**src/logic/armControlPkg.sv**
```systemverilog
`default_nettype none

package armControlPkg;

  // ====================
  // Widths
  // ====================
  localparam int wordWidth = 32;  // Instruction and data
  localparam int flagWidth = 4;   // NZCV

  // ====================
  // Instruction fields
  // ====================
  localparam int condHi   = 31;  // Condition field
  localparam int condLo   = 28;
  localparam int classHi  = 27;  // Class field
  localparam int classLo  = 26;
  localparam int immBit   = 25;  // I bit
  localparam int opHi     = 24;  // Data-processing opcode
  localparam int opLo     = 21;
  localparam int upBit    = 23;  // U bit, add or subtract offset
  localparam int byteBit  = 22;  // B bit, byte access
  localparam int sLoadBit = 20;  // S bit for data processing, L bit for memory
  localparam int rdHi     = 15;  // Destination register
  localparam int rdLo     = 12;

  localparam logic [3:0] pcRegister = 4'd15;  // R15

  // Flag bit positions inside NZCV
  localparam int nIdx = 3;
  localparam int zIdx = 2;
  localparam int cIdx = 1;
  localparam int vIdx = 0;

  // Condition codes, NV acts as never
  typedef enum logic [3:0] {
    EQ, NE, CS, CC, MI, PL, VS, VC,
    HI, LS, GE, LT, GT, LE, AL, NV
  } condCode;

  // Data-processing opcodes, ARM order
  typedef enum logic [3:0] {
    AND, EOR, SUB, RSB, ADD, ADC, SBC, RSC,
    TST, TEQ, CMP, CMN, ORR, MOV, BIC, MVN
  } aluOp;

  // Bits 27:26 of the instruction
  typedef enum logic [1:0] {
    dataProcessing = 2'b00,
    loadStore      = 2'b01,
    branch         = 2'b10,
    undefinedClass = 2'b11
  } instrClass;

  // Test ops only touch the flags
  localparam aluOp noWriteOps [4] = '{TST, TEQ, CMP, CMN};

  function automatic logic isNoWriteOp(input aluOp op);
    logic hit;
    hit = 1'b0;
    foreach (noWriteOps[i]) hit |= (op == noWriteOps[i]);
    return hit;
  endfunction

endpackage

`default_nettype wire

```
**src/logic/statusFlags.sv**
```systemverilog
`default_nettype none

module statusFlags (
  input  logic                                clk,
  input  logic                                reset,
  input  logic                                stallW,
  input  logic                                setFlagsM,   // Memory instr sets flags
  input  logic [armControlPkg::flagWidth-1:0] flagsNextM,
  input  logic                                setFlagsW,   // Writeback instr sets flags
  input  logic [armControlPkg::flagWidth-1:0] flagsNextW,
  output logic [armControlPkg::flagWidth-1:0] flagsE,      // Seen by the condition check
  output logic [armControlPkg::flagWidth-1:0] flagsW       // Committed NZCV
);

  // ====================
  // Committed NZCV
  // ====================
  always_ff @(posedge clk) begin
    if (reset) begin
      flagsW <= '0;
    end else if (setFlagsW && !stallW) begin
      flagsW <= flagsNextW;  // Commit at the end of writeback
    end
  end

  // Youngest pending result wins
  always_comb begin
    if (setFlagsM) begin
      flagsE = flagsNextM;
    end else if (setFlagsW) begin
      flagsE = flagsNextW;  // Not committed yet
    end else begin
      flagsE = flagsW;
    end
  end

endmodule

`default_nettype wire

```
**config.mk**
```make
export PLATFORM = sky130hd
export DESIGN_NAME = statusFlags
export DESIGN_NICKNAME = d
export VERILOG_FILES = /design/src/logic/armControlPkg.sv /design/src/logic/statusFlags.sv
export SDC_FILE = /design/constraint.sdc
export NUM_CORES = 1
export LEC_CHECK = 0
export ABC_AREA = 1
export CORE_AREA = 2 2 39 41
export DETAILED_ROUTE_END_ITERATION = 10
export DIE_AREA = 0 0 41 43
export DONT_BUFFER_PORTS = 1
export SLEW_MARGIN = 20
export SYNTH_ARGS = -nofsm -noshare
export SYNTH_HDL_FRONTEND = slang
export SYNTH_SLANG_ARGS = --single-unit
```
**constraint.sdc**
```tcl
create_clock -name clk -period 1.1 [get_ports clk]
set_input_delay 0 -clock clk [delete_from_list [all_inputs] [get_ports clk]]
set_output_delay 0 -clock clk [all_outputs]
set_load 0.03 [all_outputs]
```
==> metrics <==
status finished clean; Yosys cell types 9; setup_tns 0 ns; Worst EP arrival 0.96 ns; clk slew on worst S/H paths 0.03 ns; Yosys reg bits 4; CP Data Required Time 1.10 ns; TritonCTS clock tree done; violation count after the first detailed-route iteration 1; # H-tree levels 1; crit share post-route 87.61%; Cell Area, Synth 297.8 um2; biggest regs flagsW (4); latest clock arrival within the worst-skew pair 0.23 ns; Rows 14; CP Capture Type output port; Placer Congestion 0.7253; Synth warnings 0; Routed wire per std cell 7.988 um; Setup CP Type reg -> out; Mapped Cells 55; Fin. Hold Viols 0; first-pass GRT wire length 910 um; Synth-to-Final Area Change 34.03%; fill count 161; Num CTS Buffers 3; Final setup viols 0; Tightest Pin Transition 0.2890 ns; max_slew headroom 80.69%; CP max stage cell dfxtp_1; most common cell after layout, fill and taps aside nand2_1; CP most frequent cell nand2_1; Initial Utilization 21.52%; Clock Sinks 4; Avg Inst Size Synth 5.414 um2; FMAX 1038 MHz; via/cell ratio 3.938; Max clock buf depth 2; routed wire length 647 um; Slew Limit Fails 0; net count after synthesis 68; Pleak 0.2291 nW; fin nets 80; core footprint 1384 um2; Worst Clk Skew 0 ns; max reg flops 4; Crit Path Max Fanout 3; RSZ-0062 raised after global routing no; clk root buf clkbuf_4; critical path, cell by cell inv_1 -> nand2_1 -> nand3_1 -> nand2_1; largest net degree at the start of global routing 7; post-route ant nets 0; via count 319; # Max-Cap Violations 0; PwrDens 1189 nW/um2; share of cells above drive strength 1 16.92%; number of remaining DRC errors 0; Top reg by flops flagsW; HPWL Detailed 533 um; CP Launch Type register; drt first pass iters 2; most frequent cells in the layout nand2_1, inv_1, nor2_1; Die W 41 um; critical path's largest stage delay 0.34 ns; min cycle time layout 0.9638 ns; Min Hold Slack 0.01140 ns; Die ar. 1763 um2; VDD IR max 0.0008491 V; Hold Crit Class in -> reg; die height 43 um; post-CTS resize count 0; vias in the first global route 256; Port Buffers 0; initial antenna violation count 0; n_diodes 0; Final Util 28.84%; GRT Total Usage 7.615%; non-filler cells in the finished layout 81; post-synthesis sequential area ratio 26.89%; Ports 21; placed cells 74; grt ovf 0
-- metal layers --
metal  up-vias  share of wire [%]  global-route usage, %  wire [um]
met4         0                  0                      0          0
met3         0                5.3                  6.283         34
met2         7                 45                  10.00        293
li1        183                  -                      -          -
met1       129                 49                  10.22        319
met5         -                  0                      0          0
-- power by group --
group	leakage [nW]	internal, mW	switching (mW)	total [mW]
Sequential	0.0330	0.156	0.00619	0.162
Combinational	0.182	0.0470	0.0929	0.140
Clock	0.0138	0.121	0.0511	0.173
Total	0.229	0.324	0.150	0.475
-- cells in the mapped netlist --
cell type / instances / area, um2
dfxtp_1: 4 / 80.08
nand2_1: 22 / 82.58
nor2_4: 1 / 11.26
buf_6: 1 / 11.26
inv_4: 1 / 6.260
inv_1: 9 / 33.78
nand3_1: 7 / 35.03
nor2_1: 8 / 30.03
inv_2: 2 / 7.510
-- repair_timing --
action / in CTS / in global routing
hold buffers: 4 / 0
setup buffers: 0 / 0
hold endpoints to repair: 4 / 0
-- per-stage QoR --
| stage | setup slack, ns | power, mW | instance area, um2 |
|---|---|---|---|
| after global placement | 0.3798 | 0.2912 | 336.6 |
| final | 0.1362 | 0.4745 | 399.1 |
| after floorplan | 0.1977 | 0.2741 | 297.8 |
| after detailed placement | 0.3713 | 0.2922 | 336.6 |
| after CTS | 0.1195 | 0.4880 | 399.1 |
| after global routing | 0.04541 | 0.5078 | 399.1 |
-- worst max-delay path, delay by kind of cell, from the launching register on --
kind	cells	cell delay [ns]
AND/OR/NAND/NOR	3	0.35
buffers and inverters	1	0.05
flip-flops	1	0.34
-- path summary, 6_finish.rpt --
check | startpoint | endpoint | slack [ns] | cells after the start
setup / recovery | flagsW[0]$_SDFFE_PP0P_ | flagsE[0] | 0.14 | 4
setup reg to reg | flagsW[2]$_SDFFE_PP0P_ | flagsW[2]$_SDFFE_PP0P_ | 0.49 | 4
hold reg to reg | flagsW[1]$_SDFFE_PP0P_ | flagsW[1]$_SDFFE_PP0P_ | 0.50 | 2
hold / removal | flagsNextW[3] | flagsW[3]$_SDFFE_PP0P_ | 0.01 | 4
-- final cells by class --
class                   instances  area, um2  share of cell area [%]
well taps                      16      20.02                   5.016
clock buffers                   3      22.52                   5.643
flip-flops and latches          4      80.08                   20.06
inverters                      12      47.55                   11.91
repair buffers                  8      70.07                   17.55
multi-input cells              38      158.9                   39.81
-- cell families after synthesis --
family / share of synthesized area [%]
buffers and inverters: 19.75
DFF: 26.89
and+or+nand+nor: 53.36
Note: power is estimated with default switching activity, not from simulation.
