**src/logic/armControlPkg.sv**
```systemverilog
`default_nettype none

package armControlPkg;

  // ====================
  // Widths
  // ====================
  localparam int wordWidth = 32;  // Instruction and data
  localparam int flagWidth = 4;   // NZCV

  // ====================
  // Instruction fields
  // ====================
  localparam int condHi   = 31;  // Condition field
  localparam int condLo   = 28;
  localparam int classHi  = 27;  // Class field
  localparam int classLo  = 26;
  localparam int immBit   = 25;  // I bit
  localparam int opHi     = 24;  // Data-processing opcode
  localparam int opLo     = 21;
  localparam int upBit    = 23;  // U bit, add or subtract offset
  localparam int byteBit  = 22;  // B bit, byte access
  localparam int sLoadBit = 20;  // S bit for data processing, L bit for memory
  localparam int rdHi     = 15;  // Destination register
  localparam int rdLo     = 12;

  localparam logic [3:0] pcRegister = 4'd15;  // R15

  // Flag bit positions inside NZCV
  localparam int nIdx = 3;
  localparam int zIdx = 2;
  localparam int cIdx = 1;
  localparam int vIdx = 0;

  // Condition codes, NV acts as never
  typedef enum logic [3:0] {
    EQ, NE, CS, CC, MI, PL, VS, VC,
    HI, LS, GE, LT, GT, LE, AL, NV
  } condCode;

  // Data-processing opcodes, ARM order
  typedef enum logic [3:0] {
    AND, EOR, SUB, RSB, ADD, ADC, SBC, RSC,
    TST, TEQ, CMP, CMN, ORR, MOV, BIC, MVN
  } aluOp;

  // Bits 27:26 of the instruction
  typedef enum logic [1:0] {
    dataProcessing = 2'b00,
    loadStore      = 2'b01,
    branch         = 2'b10,
    undefinedClass = 2'b11
  } instrClass;

  // Test ops only touch the flags
  localparam aluOp noWriteOps [4] = '{TST, TEQ, CMP, CMN};

  function automatic logic isNoWriteOp(input aluOp op);
    logic hit;
    hit = 1'b0;
    foreach (noWriteOps[i]) hit |= (op == noWriteOps[i]);
    return hit;
  endfunction

endpackage

`default_nettype wire

```
**src/logic/memWbStage.sv**
```systemverilog
`default_nettype none

module memWbStage (
  input  logic                                clk,
  input  logic                                reset,
  input  logic                                stallM,
  input  logic                                stallW,
  input  logic                                flushW,
  input  logic                                memWriteGatedE,
  input  logic                                memtoRegE,
  input  logic                                regWriteGatedE,
  input  logic                                pcSrcGatedE,
  input  logic                                byteAccessE,
  input  logic [3:0]                          byteMaskE,
  input  logic                                setFlagsE,
  input  logic [armControlPkg::flagWidth-1:0] flagsNextE,
  input  logic [1:0]                          aluAddrLowE,
  output logic                                memWriteM,
  output logic                                memtoRegM,
  output logic                                regWriteM,
  output logic                                pcSrcM,       // For pcWrPendingF
  output logic [3:0]                          byteMaskM,
  output logic                                setFlagsM,
  output logic [armControlPkg::flagWidth-1:0] flagsNextM,
  output logic                                memtoRegW,
  output logic                                regWriteW,
  output logic                                pcSrcW,
  output logic                                byteLoadW,    // LDRB result select
  output logic [1:0]                          byteOffsetW,
  output logic                                setFlagsW,
  output logic [armControlPkg::flagWidth-1:0] flagsNextW
);

  logic       byteAccessM;
  logic [1:0] byteOffsetM;

  // ====================
  // E/M register
  // ====================
  always_ff @(posedge clk) begin
    if (reset) begin
      memWriteM   <= 1'b0;  // No flush in memory
      memtoRegM   <= 1'b0;
      regWriteM   <= 1'b0;
      pcSrcM      <= 1'b0;
      byteAccessM <= 1'b0;
      setFlagsM   <= 1'b0;
    end else if (!stallM) begin
      memWriteM   <= memWriteGatedE;
      memtoRegM   <= memtoRegE;
      regWriteM   <= regWriteGatedE;
      pcSrcM      <= pcSrcGatedE;
      byteAccessM <= byteAccessE;
      setFlagsM   <= setFlagsE;
    end
  end

  always_ff @(posedge clk) begin
    if (!stallM) begin
      byteMaskM   <= byteMaskE;   // Payload
      byteOffsetM <= aluAddrLowE;
      flagsNextM  <= flagsNextE;
    end
  end

  // ====================
  // M/W register
  // ====================
  always_ff @(posedge clk) begin
    if (reset || flushW) begin
      memtoRegW <= 1'b0;
      regWriteW <= 1'b0;
      pcSrcW    <= 1'b0;
      byteLoadW <= 1'b0;
      setFlagsW <= 1'b0;
    end else if (!stallW) begin
      memtoRegW <= memtoRegM;
      regWriteW <= regWriteM;
      pcSrcW    <= pcSrcM;
      byteLoadW <= byteAccessM & memtoRegM;  // Byte loads only
      setFlagsW <= setFlagsM;
    end
  end

  always_ff @(posedge clk) begin
    if (!stallW) begin
      byteOffsetW <= byteOffsetM;  // Lane of the loaded byte
      flagsNextW  <= flagsNextM;
    end
  end

  // Stored lanes come from executeStage's mask logic
  storeMaskShape: assert property (@(posedge clk) disable iff (reset)
    memWriteM |-> ($onehot(byteMaskM) || (&byteMaskM)))
    else $error("memWbStage: bad byteMaskM %b on store", byteMaskM);

endmodule

`default_nettype wire

```
**config.mk**
```make
export PLATFORM = sky130hd
export DESIGN_NAME = memWbStage
export DESIGN_NICKNAME = d
export VERILOG_FILES = /design/src/logic/armControlPkg.sv /design/src/logic/memWbStage.sv
export SDC_FILE = /design/constraint.sdc
export NUM_CORES = 1
export LEC_CHECK = 0
export BUFFER_PORTS_ARGS = -buffer_cell sky130_fd_sc_hd__buf_2
export CORE_MARGIN = 8
export CORE_UTILIZATION = 46
export DETAILED_ROUTE_END_ITERATION = 10
export PLACE_DENSITY = 0.84
export SLEW_MARGIN = 10
export SYNTH_ARGS = -nofsm -noshare
export SYNTH_HDL_FRONTEND = slang
export SYNTH_SLANG_ARGS = --single-unit
```
**constraint.sdc**
```tcl
create_clock -name clk -period 2.3 [get_ports clk]
set_input_delay 0.23 -clock clk [delete_from_list [all_inputs] [get_ports clk]]
set_output_delay 0.23 -clock clk [all_outputs]
set_load 0.005 [all_outputs]
```
==> out/metrics.yaml <==
outcome:
  outcome: "finished clean"
routing:
  drt-pass1-iter-count: 3
  wl_per_cell_um: 13.5
  postRouteAntennaNets: 0
  route.detailed.drc: 0
  initialDrtViolationCount: 10
  vias_per_cell: 4.50
  drt-total-wl_mm: 1.71
  vias: 571
clock_tree:
  cts_resized: 0
  cts_sinks: 27
  htreeDepth: 1
  post_cts_buffers: 0
  cts_made_buffers: 3
  cts_tree: "yes"
  cts_max_path_buffers: 2
  clk_pin_slew_ns: 0.13
  clock_latency_ns: 0.32
  cts-root-buf: "clkbuf_4"
  cts_hold_buf: 0
setup_path:
  crit_buf_inv: 1
  cp.arrival_ns: 0.92
  worst_setup_path_end_kind: "output port"
  worst-r2r-cell-count: 2
  startpoint_type: "flip-flop"
  max_stage_delay_ns: 0.45
  cp_top_family: "flip-flops"
  crit_path_max_fanout: 4
  required_ns: 2.07
  path_cells: "buf_2"
  cpMaxStageDelayCell: "dfxtp_1"
  path_depth: 1
  path_class: "flip-flop to output port"
pwr:
  ir_drop_mv: 0.472
  p_per_area_nw_per_um2: 702
  p_leak_nw: 0.558
yosys:
  syn_area_per_cell_um2: 16.5
  synth_warnings: 0
  seq_area_frac_synth: 0.770
  syn_nets: 76
  netlist_area_um2: 910
  synth.distinct_cells: 12
  ys_ff_latch: 27
  netlist_instances: 55
final_layout:
  layout-drive-gt1-share: 0.490
  final_common_cell: "buf_2"
  stdcell_count: 127
  most-common-layout-cells: "buf_2, edfxtp_1, dfxtp_1"
  area_growth_pct: 28.3
  diodes: 0
  final_nets: 122
  fin_util: 0.607
placement:
  dp_cells: 123
  routabilityCongestion: 0.637
  numPortBuffers: 44
  place_hpwl_mm: 1.38
  pre_cts_slack_ns: 1.24
floorplanning:
  coreArea_um2: 1920
  start_util: 0.473
  die_w_um: 60.5
  num_rows: 16
  io_pins: 45
  die_h_um: 60.5
  dieArea_um2: 3660
global_routing:
  grt_max_degree: 15
  overflow: 0
  grt_first_pass_wirelength_mm: 2.73
  grt_usage: 0.0989
  antenna_found_initial: 0
  grt_pass1_vias: 614
timing:
  fin_crit_ns: 1.15
  setup_viol: 0
  setup_slack_ns: 1.15
  tightest_slew_ns: 0.355
  finClkSkew_ns: 0.0102
  maxSlewViolCount: 0
  tns_ns: 0
  hold_viol: 0
  fmax_ghz: 0.868
  period_share: 0.501
  rsz0062_at_grt: "no"
  fin_hold_ws_ns: 0.0757
  slew_headroom: 0.763
min_path:
  worstHoldPathType: "input port to flip-flop"
  min_path_cells: 1
run:
  drv_cap: 0
-- synth_stat cells --
master / instances / share of area
dfxtp_1: 11 / 0.24
clkbuf_1: 1 / 0.0041
edfxtp_1: 16 / 0.53
nand2_1: 1 / 0.0041
nand3b_4: 1 / 0.022
nor3_1: 4 / 0.022
mux2i_1: 10 / 0.11
nor2_1: 6 / 0.025
inv_1: 2 / 0.0083
buf_4: 1 / 0.0083
buf_6: 1 / 0.012
a211oi_2: 1 / 0.014
-- where the power goes --
part           leakage [nW]  switching [W]  internal (W)
logic                 0.296      0.0000348     0.0000373
registers             0.247      0.0000114      0.000543
clock network        0.0150       0.000124     0.0000678
total                 0.558       0.000170      0.000649
-- cells by family (layout without fill, tap and decap cells) --
family	Yosys count	after routing	synth area share
AOI/OAI and AO/OA	1	1	0.0138
buffers and inverters	5	50	0.0330
DFF	27	27	0.770
muxes	10	10	0.110
and+or+nand+nor	12	12	0.0729
-- path summary, 6_finish.rpt --
path	from	slack (ns)	endpoint
worst max-delay path	memtoRegM$_SDFFE_PP0N_	1.15	memtoRegM
worst min-delay path	flagsNextE[3]	0.08	flagsNextM[3]$_DFFE_PN_
worst max register to register	memtoRegM$_SDFFE_PP0N_	1.47	byteLoadW$_SDFFE_PP0N_
worst min register to register	byteOffsetM[0]$_DFFE_PN_	0.43	byteOffsetW[0]$_DFFE_PN_
-- per-layer routing --
layer / part of all wire / GRT usage
met5: 0 / 0
met4: 0.022 / 0.0598
met3: 0.077 / 0.0360
met2: 0.53 / 0.177
met1: 0.37 / 0.0947
-- cell type report --
class                      instances  area, µm²
inverter                           2       7.51
timing repair buffer              44        220
tap                               27       33.8
fill                             166        754
clock buffer                       4       26.3
multi-input combinational         23        179
sequential                        27        701
-- flip-flops by register name (all words and copies together), names as in the netlist --
register / flops
byteAccessM: 1
byteLoadW: 1
byteMaskM: 4
byteOffsetM: 2
byteOffsetW: 2
flagsNextM: 4
flagsNextW: 4
memWriteM: 1
memtoRegM: 1
memtoRegW: 1
pcSrcM: 1
pcSrcW: 1
regWriteM: 1
regWriteW: 1
setFlagsM: 1
setFlagsW: 1
-- through the flow --
step	area, µm²	total power, W
CTS	1170	0.000829
detailed placement	1140	0.000640
global route	1170	0.000856
global placement	1140	0.000636
floorplan	910	0.000595
finish	1170	0.000819
(Power assumes the default switching activity.)
