File: config.mk
export PLATFORM = sky130hd
export DESIGN_NAME = executeStage
export DESIGN_NICKNAME = d
export VERILOG_FILES = /design/src/logic/armControlPkg.sv /design/src/logic/executeStage.sv
export SDC_FILE = /design/constraint.sdc
export NUM_CORES = 1
export LEC_CHECK = 0
export ABC_AREA = 1
export BUFFER_PORTS_ARGS = -buffer_cell sky130_fd_sc_hd__buf_2
export CAP_MARGIN = 15
export CORE_MARGIN = 3
export CORE_UTILIZATION = 35
export CTS_BUF_LIST = sky130_fd_sc_hd__clkbuf_8
export DETAILED_ROUTE_END_ITERATION = 10
export GPL_ROUTABILITY_DRIVEN = 0
export HOLD_SLACK_MARGIN = 0.1
export PLACE_DENSITY = 0.67
export SYNTH_ARGS = -nofsm -noshare
export SYNTH_HDL_FRONTEND = slang
export SYNTH_SLANG_ARGS = --single-unit
File: constraint.sdc
create_clock -name clk -period 1.1 [get_ports clk]
set_input_delay 0 -clock clk [delete_from_list [all_inputs] [get_ports clk]]
set_output_delay 0 -clock clk [all_outputs]
set_load 0.02 [all_outputs]
File: src/logic/armControlPkg.sv
`default_nettype none

package armControlPkg;

  // ====================
  // Widths
  // ====================
  localparam int wordWidth = 32;  // Instruction and data
  localparam int flagWidth = 4;   // NZCV

  // ====================
  // Instruction fields
  // ====================
  localparam int condHi   = 31;  // Condition field
  localparam int condLo   = 28;
  localparam int classHi  = 27;  // Class field
  localparam int classLo  = 26;
  localparam int immBit   = 25;  // I bit
  localparam int opHi     = 24;  // Data-processing opcode
  localparam int opLo     = 21;
  localparam int upBit    = 23;  // U bit, add or subtract offset
  localparam int byteBit  = 22;  // B bit, byte access
  localparam int sLoadBit = 20;  // S bit for data processing, L bit for memory
  localparam int rdHi     = 15;  // Destination register
  localparam int rdLo     = 12;

  localparam logic [3:0] pcRegister = 4'd15;  // R15

  // Flag bit positions inside NZCV
  localparam int nIdx = 3;
  localparam int zIdx = 2;
  localparam int cIdx = 1;
  localparam int vIdx = 0;

  // Condition codes, NV acts as never
  typedef enum logic [3:0] {
    EQ, NE, CS, CC, MI, PL, VS, VC,
    HI, LS, GE, LT, GT, LE, AL, NV
  } condCode;

  // Data-processing opcodes, ARM order
  typedef enum logic [3:0] {
    AND, EOR, SUB, RSB, ADD, ADC, SBC, RSC,
    TST, TEQ, CMP, CMN, ORR, MOV, BIC, MVN
  } aluOp;

  // Bits 27:26 of the instruction
  typedef enum logic [1:0] {
    dataProcessing = 2'b00,
    loadStore      = 2'b01,
    branch         = 2'b10,
    undefinedClass = 2'b11
  } instrClass;

  // Test ops only touch the flags
  localparam aluOp noWriteOps [4] = '{TST, TEQ, CMP, CMN};

  function automatic logic isNoWriteOp(input aluOp op);
    logic hit;
    hit = 1'b0;
    foreach (noWriteOps[i]) hit |= (op == noWriteOps[i]);
    return hit;
  endfunction

endpackage

`default_nettype wire

File: src/logic/executeStage.sv
`default_nettype none

module executeStage (
  input  logic                   clk,
  input  logic                   reset,
  input  logic                   stallE,          // Hold the D/E register
  input  logic                   flushE,          // Bubble into execute
  input  logic                   aluSrcD,
  input  logic                   memtoRegD,
  input  logic                   regWriteD,
  input  logic                   memWriteD,
  input  logic                   branchD,
  input  logic                   pcSrcD,
  input  logic                   byteAccessD,
  input  armControlPkg::aluOp    aluControlD,
  input  logic                   flagWriteD,
  input  armControlPkg::condCode condD,           // Cond field of instrD
  input  logic [1:0]             aluAddrLowE,     // Address bits 1:0
  input  logic                   condExE,         // From condUnit
  output logic                   aluSrcE,
  output armControlPkg::aluOp    aluControlE,
  output armControlPkg::condCode condE,
  output logic                   flagWriteE,
  output logic                   branchTakenE,
  output logic                   regWriteGatedE,
  output logic                   memWriteGatedE,
  output logic                   memtoRegE,
  output logic                   pcSrcGatedE,
  output logic                   byteAccessE,
  output logic [3:0]             byteMaskE        // Store byte lanes
);

  logic regWriteE, memWriteE, branchE, pcSrcE;

  // ====================
  // D/E register
  // ====================
  always_ff @(posedge clk) begin
    if (reset || flushE) begin
      aluSrcE     <= 1'b0;  // Flush wins over stall
      aluControlE <= armControlPkg::AND;
      condE       <= armControlPkg::EQ;
      flagWriteE  <= 1'b0;
      regWriteE   <= 1'b0;
      memWriteE   <= 1'b0;
      memtoRegE   <= 1'b0;
      branchE     <= 1'b0;
      pcSrcE      <= 1'b0;
      byteAccessE <= 1'b0;
    end else if (!stallE) begin
      aluSrcE     <= aluSrcD;
      aluControlE <= aluControlD;
      condE       <= condD;
      flagWriteE  <= flagWriteD;
      regWriteE   <= regWriteD;
      memWriteE   <= memWriteD;
      memtoRegE   <= memtoRegD;
      branchE     <= branchD;
      pcSrcE      <= pcSrcD;
      byteAccessE <= byteAccessD;
    end
  end

  // Conditional execution gates every side effect
  assign branchTakenE   = branchE & condExE;
  assign regWriteGatedE = regWriteE & condExE;
  assign memWriteGatedE = memWriteE & condExE;
  assign pcSrcGatedE    = pcSrcE & condExE;

  // One lane for byte access, little endian
  assign byteMaskE = byteAccessE ? (4'b0001 << aluAddrLowE) : 4'b1111;

  // A flushed slot must leave no trace down the pipe
  flushIsBubble: assert property (@(posedge clk) disable iff (reset)
    flushE |=> !(regWriteGatedE || memWriteGatedE || pcSrcGatedE || branchTakenE))
    else $error("executeStage: write active in execute after flushE");

endmodule

`default_nettype wire

==> metrics.md <==
| Metric | Value |
|---|---|
| Status | `completed` |
| Register area share after synthesis | `42.7%` |
| Diode count | `0` |
| Synth area leaders | `dfxtp_1, nand2_1, inv_1` |
| Grt ovf | `0` |
| Post-DP HPWL | `between 1000 and 1500 microns` |
| Largest net degree at the start of global routing | `33` |
| CTS Sinks | `16` |
| Initial core utilization | `about 38%` |
| Drt total wl | `1780 microns` |
| Final Hold Vio Count | `0` |
| Chip Width | `around 52 microns` |
| Slew @ Worst Pin | `514 ps` |
| Die Y-Extent | `approximately 52 microns` |
| Worst Setup End Kind | `register` |
| Required @ worst endpoint | `approximately 1300 ps` |
| Cell leakage power | `0.649 nW` |
| Syn Area/Cell | `~6.5 sq um` |
| Final setup skew | `0 ps` |
| #FFs+latches synth | `16` |
| Hold crit path type | `in2reg` |
| Initial antenna violation count | `0` |
| First-pass GRT wire length | `2880 microns` |
| Number of port buffers | `42` |
| Wirelength per Cell | `8.81 microns` |
| Synth warnings | `0` |
| Number of fillers in the final layout | `approximately 190` |
| CP peak stage delay | `about 530 ps` |
| RSZ-0062 raised after global routing | `false` |
| Crit-path slowest cell | `dlygate4sd3_1` |
| Layout cells sized above 1 | `between 30% and 40%` |
| Synth unique cells | `10` |
| Mapped Area | `between 700 and 800 sq um` |
| CP max FO | `16` |
| Cell row count | `16` |
| Share of the synthesized area in the top cell type | `around 43%` |
| Total power | `about 1.4 mW` |
| Arrival time worst endpoint | `about 1200 ps` |
| Skew-Pair Late Insertion Delay | `240 ps` |
| NumNets Final | `~200` |
| Die ar. | `approximately 0.0027 sq mm` |
| Tmin final | `around 1000 ps` |
| Slew Limit Fails | `0` |
| I/O pins | `43` |
| Area grow syn2layout | `59.3%` |
| Post-DRT Antenna Nets | `0` |
| Post-CTS Repair Setup Buffers | `0` |
| Drt initial violations | `5` |
| GRT Total Usage | `14.3%` |
| CTS clock-pin slew for the worst setup and hold paths | `approximately 60 ps` |
| Rel. slew slack | `65.7%` |
| Synth Net Count | `138` |
| Type of origin of the critical path | `input port` |
| Worst-path cell chain | `dlygate4sd3_1 > buf_2 > nor2_4 > nand2_1 > nor2_2` |
| Maximum clock frequency | `996 MHz` |
| Placed cell area | `roughly 960 sq um` |
| MaxCap Viol Count | `0` |
| Yosys top cell by area | `dfxtp_1` |
| Worst setup path class | `in2reg` |
| # setup viols final | `0` |
| Mapped Cells | `~120` |
| Maximum clock path buffer count | `2` |
| CTS tree | `built` |
| Final cycle utilization of the critical path | `between 90% and 100%` |
| Vias post-DR | `approximately 830` |
| Vias in the first global route | `746` |
| Peak supply drop | `0.839 mV` |
| CTS Buf Count | `3` |
| Htree depth | `1` |
| Via density per instance | `about 4.1` |
| DRT Pass-1 Iters | `4` |
| Accumulated negative setup slack | `0 ps` |
| Fin util | `between 50% and 60%` |
| Pwr/cell area | `roughly 1200 mW/mm^2` |
| Core Box Area | `roughly 0.0020 sq mm` |
| Root Buffer | `clkbuf_8` |
| Finished Cell Area | `0.00120 sq mm` |
| DR DRC count | `0` |
[layout make-up]
type / count / area [sq um] / area share (%)
multi-input combinational: 73 / 314 / 26.3
clock buffer: 4 / 55.1 / 4.60
tap: 27 / 33.8 / 2.82
timing repair buffer: 60 / 390 / 32.6
sequential: 16 / 320 / 26.8
inverter: 22 / 82.6 / 6.90
[state kept, by name (all words and copies together) (netlist names)]
register,flops
flagWriteE,1
memWriteE,1
pcSrcE,1
byteAccessE,1
branchE,1
aluSrcE,1
memtoRegE,1
condE,4
aluControlE,4
regWriteE,1
[final timing paths]
| kind | start | endpoint | slack, ps | depth (start not counted) |
|---|---|---|---|---|
| worst max-delay path | reset | aluControlE[2] | 100 | 5 |
| worst min-delay path | stallE | pcSrcE | 260 | 3 |
| worst max register to register | byteAccessE | byteAccessE | 410 | 4 |
| worst min register to register | memWriteE | memWriteE | 510 | 4 |
[critical path, delay by kind of cell]
family / cells / cell delay [ps]
buffers and inverters: 2 / 660
AND/OR/NAND/NOR: 3 / 530
[through the flow]
stage / setup slack (ps) / hold slack (ps) / cells
CTS: 86.8 / 265 / 202
global placement: 349 / 218 / 180
detailed placement: 325 / 225 / 180
floorplan: 330 / 129 / 115
finish: 96.1 / 260 / 202
global route: 12.7 / 307 / 202
[layer usage]
layer / global-route usage, % / up-vias / share of wire, %
met4: 7.23 / 0 / 1.3
met2: 26.9 / 29 / 53
li1: - / 442 / -
met5: 0 / - / 0
met3: 4.27 / 3 / 8.2
met1: 13.8 / 359 / 38
[layout by cell type (no fill, tap or decap)]
master and n:
nand2_2 1, nor2_4 1, buf_2 42, o21ai_0 4
nand2_1 35, inv_1 22, dlygate4sd3_1 18, nor2_1 22
clkbuf_8 4, dfxtp_1 16, nor2_2 10
[power breakdown]
group	total [mW]	switching, mW	internal [mW]
sequential	0.617	0.0121	0.605
clock	0.516	0.199	0.317
combinational	0.259	0.137	0.122
total	1.39	0.347	1.04
[synth_stat cells, drive strengths merged]
master	number
dfxtp	16
nor2	33
nand2	36
inv	22
o21ai	4
buf	4
[cells by family after synthesis]
kind of cell	after synthesis	share of synthesized area, %
AND/OR/NAND/NOR	69	39.2
buffers and inverters	26	15.5
flip-flops	16	42.7
AO/OA/AOI/OAI	4	2.67
[what timing repair did]
item | in CTS | in global routing
hold buffers | 18 | 0
setup endpoints to repair | 0 | 1
gates resized for setup | 0 | 0
endpoints found under the hold margin | 16 | 0
Note: power is estimated with default switching activity, not from simulation.
