### src/logic/armControlPkg.sv
`default_nettype none

package armControlPkg;

  // ====================
  // Widths
  // ====================
  localparam int wordWidth = 32;  // Instruction and data
  localparam int flagWidth = 4;   // NZCV

  // ====================
  // Instruction fields
  // ====================
  localparam int condHi   = 31;  // Condition field
  localparam int condLo   = 28;
  localparam int classHi  = 27;  // Class field
  localparam int classLo  = 26;
  localparam int immBit   = 25;  // I bit
  localparam int opHi     = 24;  // Data-processing opcode
  localparam int opLo     = 21;
  localparam int upBit    = 23;  // U bit, add or subtract offset
  localparam int byteBit  = 22;  // B bit, byte access
  localparam int sLoadBit = 20;  // S bit for data processing, L bit for memory
  localparam int rdHi     = 15;  // Destination register
  localparam int rdLo     = 12;

  localparam logic [3:0] pcRegister = 4'd15;  // R15

  // Flag bit positions inside NZCV
  localparam int nIdx = 3;
  localparam int zIdx = 2;
  localparam int cIdx = 1;
  localparam int vIdx = 0;

  // Condition codes, NV acts as never
  typedef enum logic [3:0] {
    EQ, NE, CS, CC, MI, PL, VS, VC,
    HI, LS, GE, LT, GT, LE, AL, NV
  } condCode;

  // Data-processing opcodes, ARM order
  typedef enum logic [3:0] {
    AND, EOR, SUB, RSB, ADD, ADC, SBC, RSC,
    TST, TEQ, CMP, CMN, ORR, MOV, BIC, MVN
  } aluOp;

  // Bits 27:26 of the instruction
  typedef enum logic [1:0] {
    dataProcessing = 2'b00,
    loadStore      = 2'b01,
    branch         = 2'b10,
    undefinedClass = 2'b11
  } instrClass;

  // Test ops only touch the flags
  localparam aluOp noWriteOps [4] = '{TST, TEQ, CMP, CMN};

  function automatic logic isNoWriteOp(input aluOp op);
    logic hit;
    hit = 1'b0;
    foreach (noWriteOps[i]) hit |= (op == noWriteOps[i]);
    return hit;
  endfunction

endpackage

`default_nettype wire

### src/logic/condUnit.sv
`default_nettype none

module condUnit (
  input  armControlPkg::condCode                condE,
  input  logic                                  flagWriteE,
  input  logic [armControlPkg::flagWidth-1:0]   flagsE,      // Forwarded NZCV
  input  logic [armControlPkg::flagWidth-1:0]   aluFlagsE,   // Fresh ALU NZCV
  output logic                                  condExE,     // Condition passes
  output logic                                  setFlagsE,
  output logic [armControlPkg::flagWidth-1:0]   flagsNextE
);

  logic n, z, c, v;

  assign n = flagsE[armControlPkg::nIdx];
  assign z = flagsE[armControlPkg::zIdx];
  assign c = flagsE[armControlPkg::cIdx];
  assign v = flagsE[armControlPkg::vIdx];

  // ====================
  // Condition table
  // ====================
  always_comb begin
    unique case (condE)
      armControlPkg::EQ: condExE = z;
      armControlPkg::NE: condExE = !z;
      armControlPkg::CS: condExE = c;
      armControlPkg::CC: condExE = !c;
      armControlPkg::MI: condExE = n;
      armControlPkg::PL: condExE = !n;
      armControlPkg::VS: condExE = v;
      armControlPkg::VC: condExE = !v;
      armControlPkg::HI: condExE = c & !z;          // Unsigned higher
      armControlPkg::LS: condExE = !c | z;
      armControlPkg::GE: condExE = (n == v);        // Signed compares
      armControlPkg::LT: condExE = (n != v);
      armControlPkg::GT: condExE = !z & (n == v);
      armControlPkg::LE: condExE = z | (n != v);
      armControlPkg::AL: condExE = 1'b1;
      default:           condExE = 1'b0;            // NV never runs
    endcase
  end

  assign setFlagsE  = flagWriteE & condExE;               // Failed condition keeps flags
  assign flagsNextE = setFlagsE ? aluFlagsE : flagsE;

endmodule

`default_nettype wire

### config.mk
export PLATFORM = sky130hd
export DESIGN_NAME = condUnit
export DESIGN_NICKNAME = d
export VERILOG_FILES = /design/src/logic/armControlPkg.sv /design/src/logic/condUnit.sv
export SDC_FILE = /design/constraint.sdc
export NUM_CORES = 1
export LEC_CHECK = 0
export BUFFER_PORTS_ARGS = -buffer_cell sky130_fd_sc_hd__buf_2
export CAP_MARGIN = 20
export CORE_AREA = 2 2 39 41
export DETAILED_ROUTE_END_ITERATION = 12
export DIE_AREA = 0 0 41 43
export SLEW_MARGIN = 15
export SYNTH_ARGS = -nofsm -noshare
export SYNTH_HDL_FRONTEND = slang
export SYNTH_SLANG_ARGS = --single-unit
### constraint.sdc
create_clock -name vclk -period 4.6
set_input_delay 0.69 -clock vclk [all_inputs]
set_output_delay 0.69 -clock vclk [all_outputs]
set_load 0.03 [all_outputs]
==> impl_metrics.py, run 1 <==
metrics = {
    "setup_path": {
        "crit_top_cell": "buf_2",
        "path_buf_inv": 2,
        "max_stage_delay_ns": 0.30,
        "endpoint_kind": "output pin",
        "worstSetupStartpointType": "primary input",
        "crit_family": "compound AO/OA/AOI/OAI gates",
        "worstPathRequired_ns": 3.91,
        "path_cells": "buf_2, xnor2_1, a31oi_1, and3_1, o22ai_1, a21bo_4, mux2_4, buf_2",
        "crit_slowest_cell": "mux2_4",
        "worst-setup-path-type": "primary input to output pin",
        "cp_max_fo": 6,
        "arrival_ns": 2.24,
    },
    "floorplan": {
        "rows": 14,
        "start_util_pct": 20.0,
        "coreArea_mm2": 0.00138,
        "dieArea_mm2": 0.00176,
        "die_width_um": 41,
        "ioPinCount": 19,
        "fp.dieH_um": 43,
    },
    "power": {
        "power_density_mw_per_mm2": 136,
        "peakVddDrop_v": 0.0000501,
        "cellLeakagePower_nw": 0.206,
        "fin_total_pwr_mw": 0.0518,
    },
    "layout": {
        "num_antenna_cells": 0,
        "drive_gt1_share_pct": 48.1,
        "seq_area_um2": 0,
        "final_util_pct": 27.6,
        "synthToLayoutAreaGrowth_pct": 38.0,
        "fin_nets": 69,
        "n_sequential_cell": 0,
        "num-clock-buffers": 0,
    },
    "timing": {
        "period_share_pct": 63.7,
        "setup_viol": 0,
        "rsz0062_at_grt": "false",
        "slew_headroom_pct": 85.0,
        "hold_viol": 0,
        "tns_ns": 0,
        "max_freq_ghz": 0.341,
        "worstMarginPinSlew_ns": 0.222,
        "maxSlewViolCount": 0,
        "holdWs_ns": 1.75,
        "period_needed_ns": 2.93,
    },
    "detailed_routing": {
        "drt-wirelength-per-cell_um": 9.73,
        "drt_first_iter_violations": 8,
        "drc": 0,
        "totalWireLength_um": 681,
        "drt_first_pass_iters": 4,
        "vias": 324,
        "ant_nets": 0,
        "drt-vias-per-instance": 4.63,
    },
    "synthesis": {
        "synth_top_family_by_area": "compound AO/OA/AOI/OAI gates",
        "synthCells": 37,
        "yosys.area_share.simple_pct": 19.9,
        "synth_area_leaders": "mux2_4 22%, inv_1 6.8%, xnor2_1 6.3%, xor2_1 6.3%, a21bo_4 5.9%",
        "muxShareOfSynthArea_pct": 25.3,
        "synth_adder_area_share_pct": 0,
        "synth_compound_area_share_pct": 31.7,
        "yosys.cell_types.count": 19,
        "synth-xor-area-share_pct": 12.7,
        "synth_top_area_share_pct": 21.7,
        "syn_area_per_cell_um2": 7.47,
        "synth_nets": 50,
        "yosysSeqAreaShare_pct": 0,
        "syn_area_um2": 277,
        "yosysTopAreaCell": "mux2_4",
        "synth_warnings": 0,
    },
    "worst_hold_path": {
        "hp-class": "primary input to output pin",
    },
    "global_route": {
        "groute.usage.overall_pct": 7.09,
        "first_global_vias": 219,
        "gr-total-overflow": 0,
        "grt_pass1_wl_um": 952,
        "grt_max_degree": 9,
        "antenna_found_initial": 0,
    },
    "job": {
        "maxCapViolCount": 0,
    },
    "outcome": {
        "status": "complete, no violations",
    },
    "clock_tree": {
        "cts_hold_buf": 0,
        "postCtsSetupRepairBufs": 0,
        "cts-resized-gates": 0,
    },
    "place": {
        "portBuffers": 19,
        "routabilityCongestion": 0.835,
    },
}
-- cell type report --
class,count,area [um2]
Tap cell,16,20.0
Fill cell,153,1000
Timing Repair Buffer,19,95.1
Inverter,5,18.8
Multi-Input combinational cell,30,248
-- placed cells by master (no fill, tap or decap), types with 2 or more instances in the layout --
master and n:
a21oi_1 3, a31oi_1 2, buf_2 19, inv_1 5, mux2_4 4, nand2_1 3, nand3_1 2, nor3b_1 2
o22ai_1 2, xnor2_1 2, xor2_1 2
-- where the power goes --
group / leakage (nW) / total [mW] / switching, mW / internal, mW
clock: 0 / 0 / 0 / 0
combinational: 0.206 / 0.0518 / 0.0294 / 0.0224
sequential: 0 / 0 / 0 / 0
total: 0.206 / 0.0518 / 0.0294 / 0.0224
-- cells by family after synthesis --
family,count (synthesis)
multiplexers,5
AO/OA/AOI/OAI,11
AND/OR/NAND/NOR,10
buffers and inverters,7
XOR/XNOR,4
-- per-layer routing --
| metal | global-route usage, % | wire (um) |
|---|---|---|
| met5 | 0 | 0 |
| met4 | 0 | 0 |
| met3 | 0.524 | 67 |
| met2 | 10.3 | 331 |
| met1 | 11.7 | 282 |
-- path summary, 6_finish.rpt --
path	from	to	cells after the start
max	flagsE[3]	flagsNextE[0]	8
min	aluFlagsE[1]	flagsNextE[1]	3
-- metrics by stage --
| stage | cell area (um2) | worst slack (ns) | std cells |
|---|---|---|---|
| 6_report | 382 | 1.67 | 70 |
| 5_1_grt | 382 | 1.56 | 70 |
| 4_1_cts | 382 | 1.66 | 70 |
| 3_5_place_dp | 382 | 1.67 | 70 |
| 3_3_place_gp | 382 | 1.68 | 70 |
| 2_1_floorplan | 277 | 1.90 | 37 |
-- cells in the mapped netlist --
library cell	n
inv_1	5
mux2_4	4
a21oi_1	3
nand2_1	3
a31oi_1	2
buf_2	2
nand3_1	2
nor3b_1	2
o22ai_1	2
xnor2_1	2
xor2_1	2
a21bo_4	1
and2b_2	1
and3_1	1
mux2i_1	1
nor2_1	1
o211ai_1	1
o31ai_1	1
o41ai_2	1
-- worst min-delay path: stages --
cell and delay [ns]:
buf_2 0.07, mux2_4 0.12, buf_2 0.18
Power figures use the tool's default switching activity.
==> inputs of run 2 (changes only) <==
Clock period 4.6 ns to 2.89 ns, I/O delays scaled along.
==> impl_metrics.py, run 2 (synthesis results as in run 1) <==
metrics = {
    "place": {
        "placed_cells": 70,
        "routabilityCongestion": 0.816,
        "portBuffers": 19,
        "dpl.hpwl_um": 556,
    },
    "timing": {
        "period_share_pct": 83.8,
        "hold_viol": 0,
        "tns_ns": 0,
        "rsz0062_at_grt": "false",
        "holdWs_ns": 1.24,
        "slew_headroom_pct": 83.6,
        "maxSlewViolCount": 0,
        "worstMarginPinSlew_ns": 0.245,
        "period_needed_ns": 2.42,
        "max_freq_ghz": 0.413,
        "setup_viol": 0,
    },
    "power": {
        "combPwrFrac_pct": 100.0,
        "cellLeakagePower_nw": 0.206,
        "p_clk_share_pct": 0,
        "switching_share_pct": 56.8,
        "power_density_mw_per_mm2": 216,
        "internal-power_mw": 0.0356,
        "switchingPower_mw": 0.0468,
        "power_frac_seq_pct": 0,
        "peakVddDrop_v": 0.0000850,
    },
    "layout": {
        "n_sequential_cell": 0,
        "drive_gt1_share_pct": 48.1,
        "final_cells": 70,
        "final_common_cell": "buf_2",
        "synthToLayoutAreaGrowth_pct": 38.0,
        "multi_input_area_um2": 248,
        "fin_nets": 69,
        "layout_common_cells": "19 x buf_2, 5 x inv_1, 4 x mux2_4, 3 x nand2_1, 3 x a21oi_1",
        "fill_cells": 150,
        "num-clock-buffers": 0,
        "seq_area_um2": 0,
        "num_antenna_cells": 0,
    },
    "setup_path": {
        "cp_max_fo": 6,
        "worstPathRequired_ns": 2.46,
        "endpoint_kind": "output pin",
        "arrival_ns": 1.99,
        "worstSetupStartpointType": "primary input",
        "worst-setup-path-type": "primary input to output pin",
    },
    "outcome": {
        "status": "complete, no violations",
    },
    "detailed_routing": {
        "totalWireLength_um": 660,
        "drc": 0,
        "drt-vias-per-instance": 4.44,
        "drt_first_iter_violations": 1,
        "drt-wirelength-per-cell_um": 9.43,
        "vias": 311,
        "ant_nets": 0,
        "drt_first_pass_iters": 2,
    },
    "clock_tree": {
        "cts-resized-gates": 0,
        "postCtsSetupRepairBufs": 0,
        "cts_hold_buf": 0,
    },
    "global_route": {
        "grt_pass1_wl_um": 1060,
        "gr-total-overflow": 0,
        "grt_max_degree": 9,
        "groute.usage.overall_pct": 7.89,
        "first_global_vias": 251,
        "antenna_found_initial": 0,
    },
    "floorplan": {
        "start_util_pct": 20.0,
        "ioPinCount": 19,
        "fp.dieH_um": 43,
        "rows": 14,
        "dieArea_mm2": 0.00176,
        "die_width_um": 41,
        "coreArea_mm2": 0.00138,
    },
    "worst_hold_path": {
        "hp-class": "primary input to output pin",
    },
    "job": {
        "maxCapViolCount": 0,
    },
}
## run 2: stage by stage
stage | power [mW] | instance area [um2] | setup WS, ns | util, %
after floorplan | 0.0586 | 277 | 0.699 | -
after global placement | 0.0821 | 382 | 0.475 | 27.6
after detailed placement | 0.0828 | 382 | 0.458 | 27.6
after CTS | 0.0831 | 382 | 0.453 | 27.6
after global routing | 0.0889 | 382 | 0.340 | 27.6
final | 0.0824 | 382 | 0.469 | 27.6
## run 2: area by class of cell
cell class,count,area share (%)
timing repair buffer,19,24.9
tap,16,5.25
multi-input combinational,30,64.9
inverter,5,4.92
## run 2: power by group through the flow
stage	clock, mW	sequential [mW]	combinational (mW)
4_1_cts	0	0	0.0831
2_1_floorplan	0	0	0.0586
5_1_grt	0	0	0.0889
6_report	0	0	0.0824
3_5_place_dp	0	0	0.0828
3_3_place_gp	0	0	0.0821
## run 2: critical path, stage by stage
cell	delay (ns)
buf_2	0.14
nor3b_1	0.26
a31oi_1	0.07
and3_1	0.19
o22ai_1	0.20
a21bo_4	0.22
mux2_4	0.30
buf_2	0.17
## run 2: metal layers
layer / global-route usage (%) / vias to the layer above / wire, um
li1: - / 168 / -
met1: 12.3 / 134 / 309
met2: 12.2 / 9 / 304
met3: 0.524 / 0 / 45
met4: 0 / 0 / 0
met5: 0 / - / 0
## run 2: worst paths after layout
path                startpoint       endpoint  slack, ns  depth (start not counted)
setup / recovery     flagsE[2]  flagsNextE[0]       0.47                          8
hold / removal    aluFlagsE[1]  flagsNextE[1]       1.24                          3
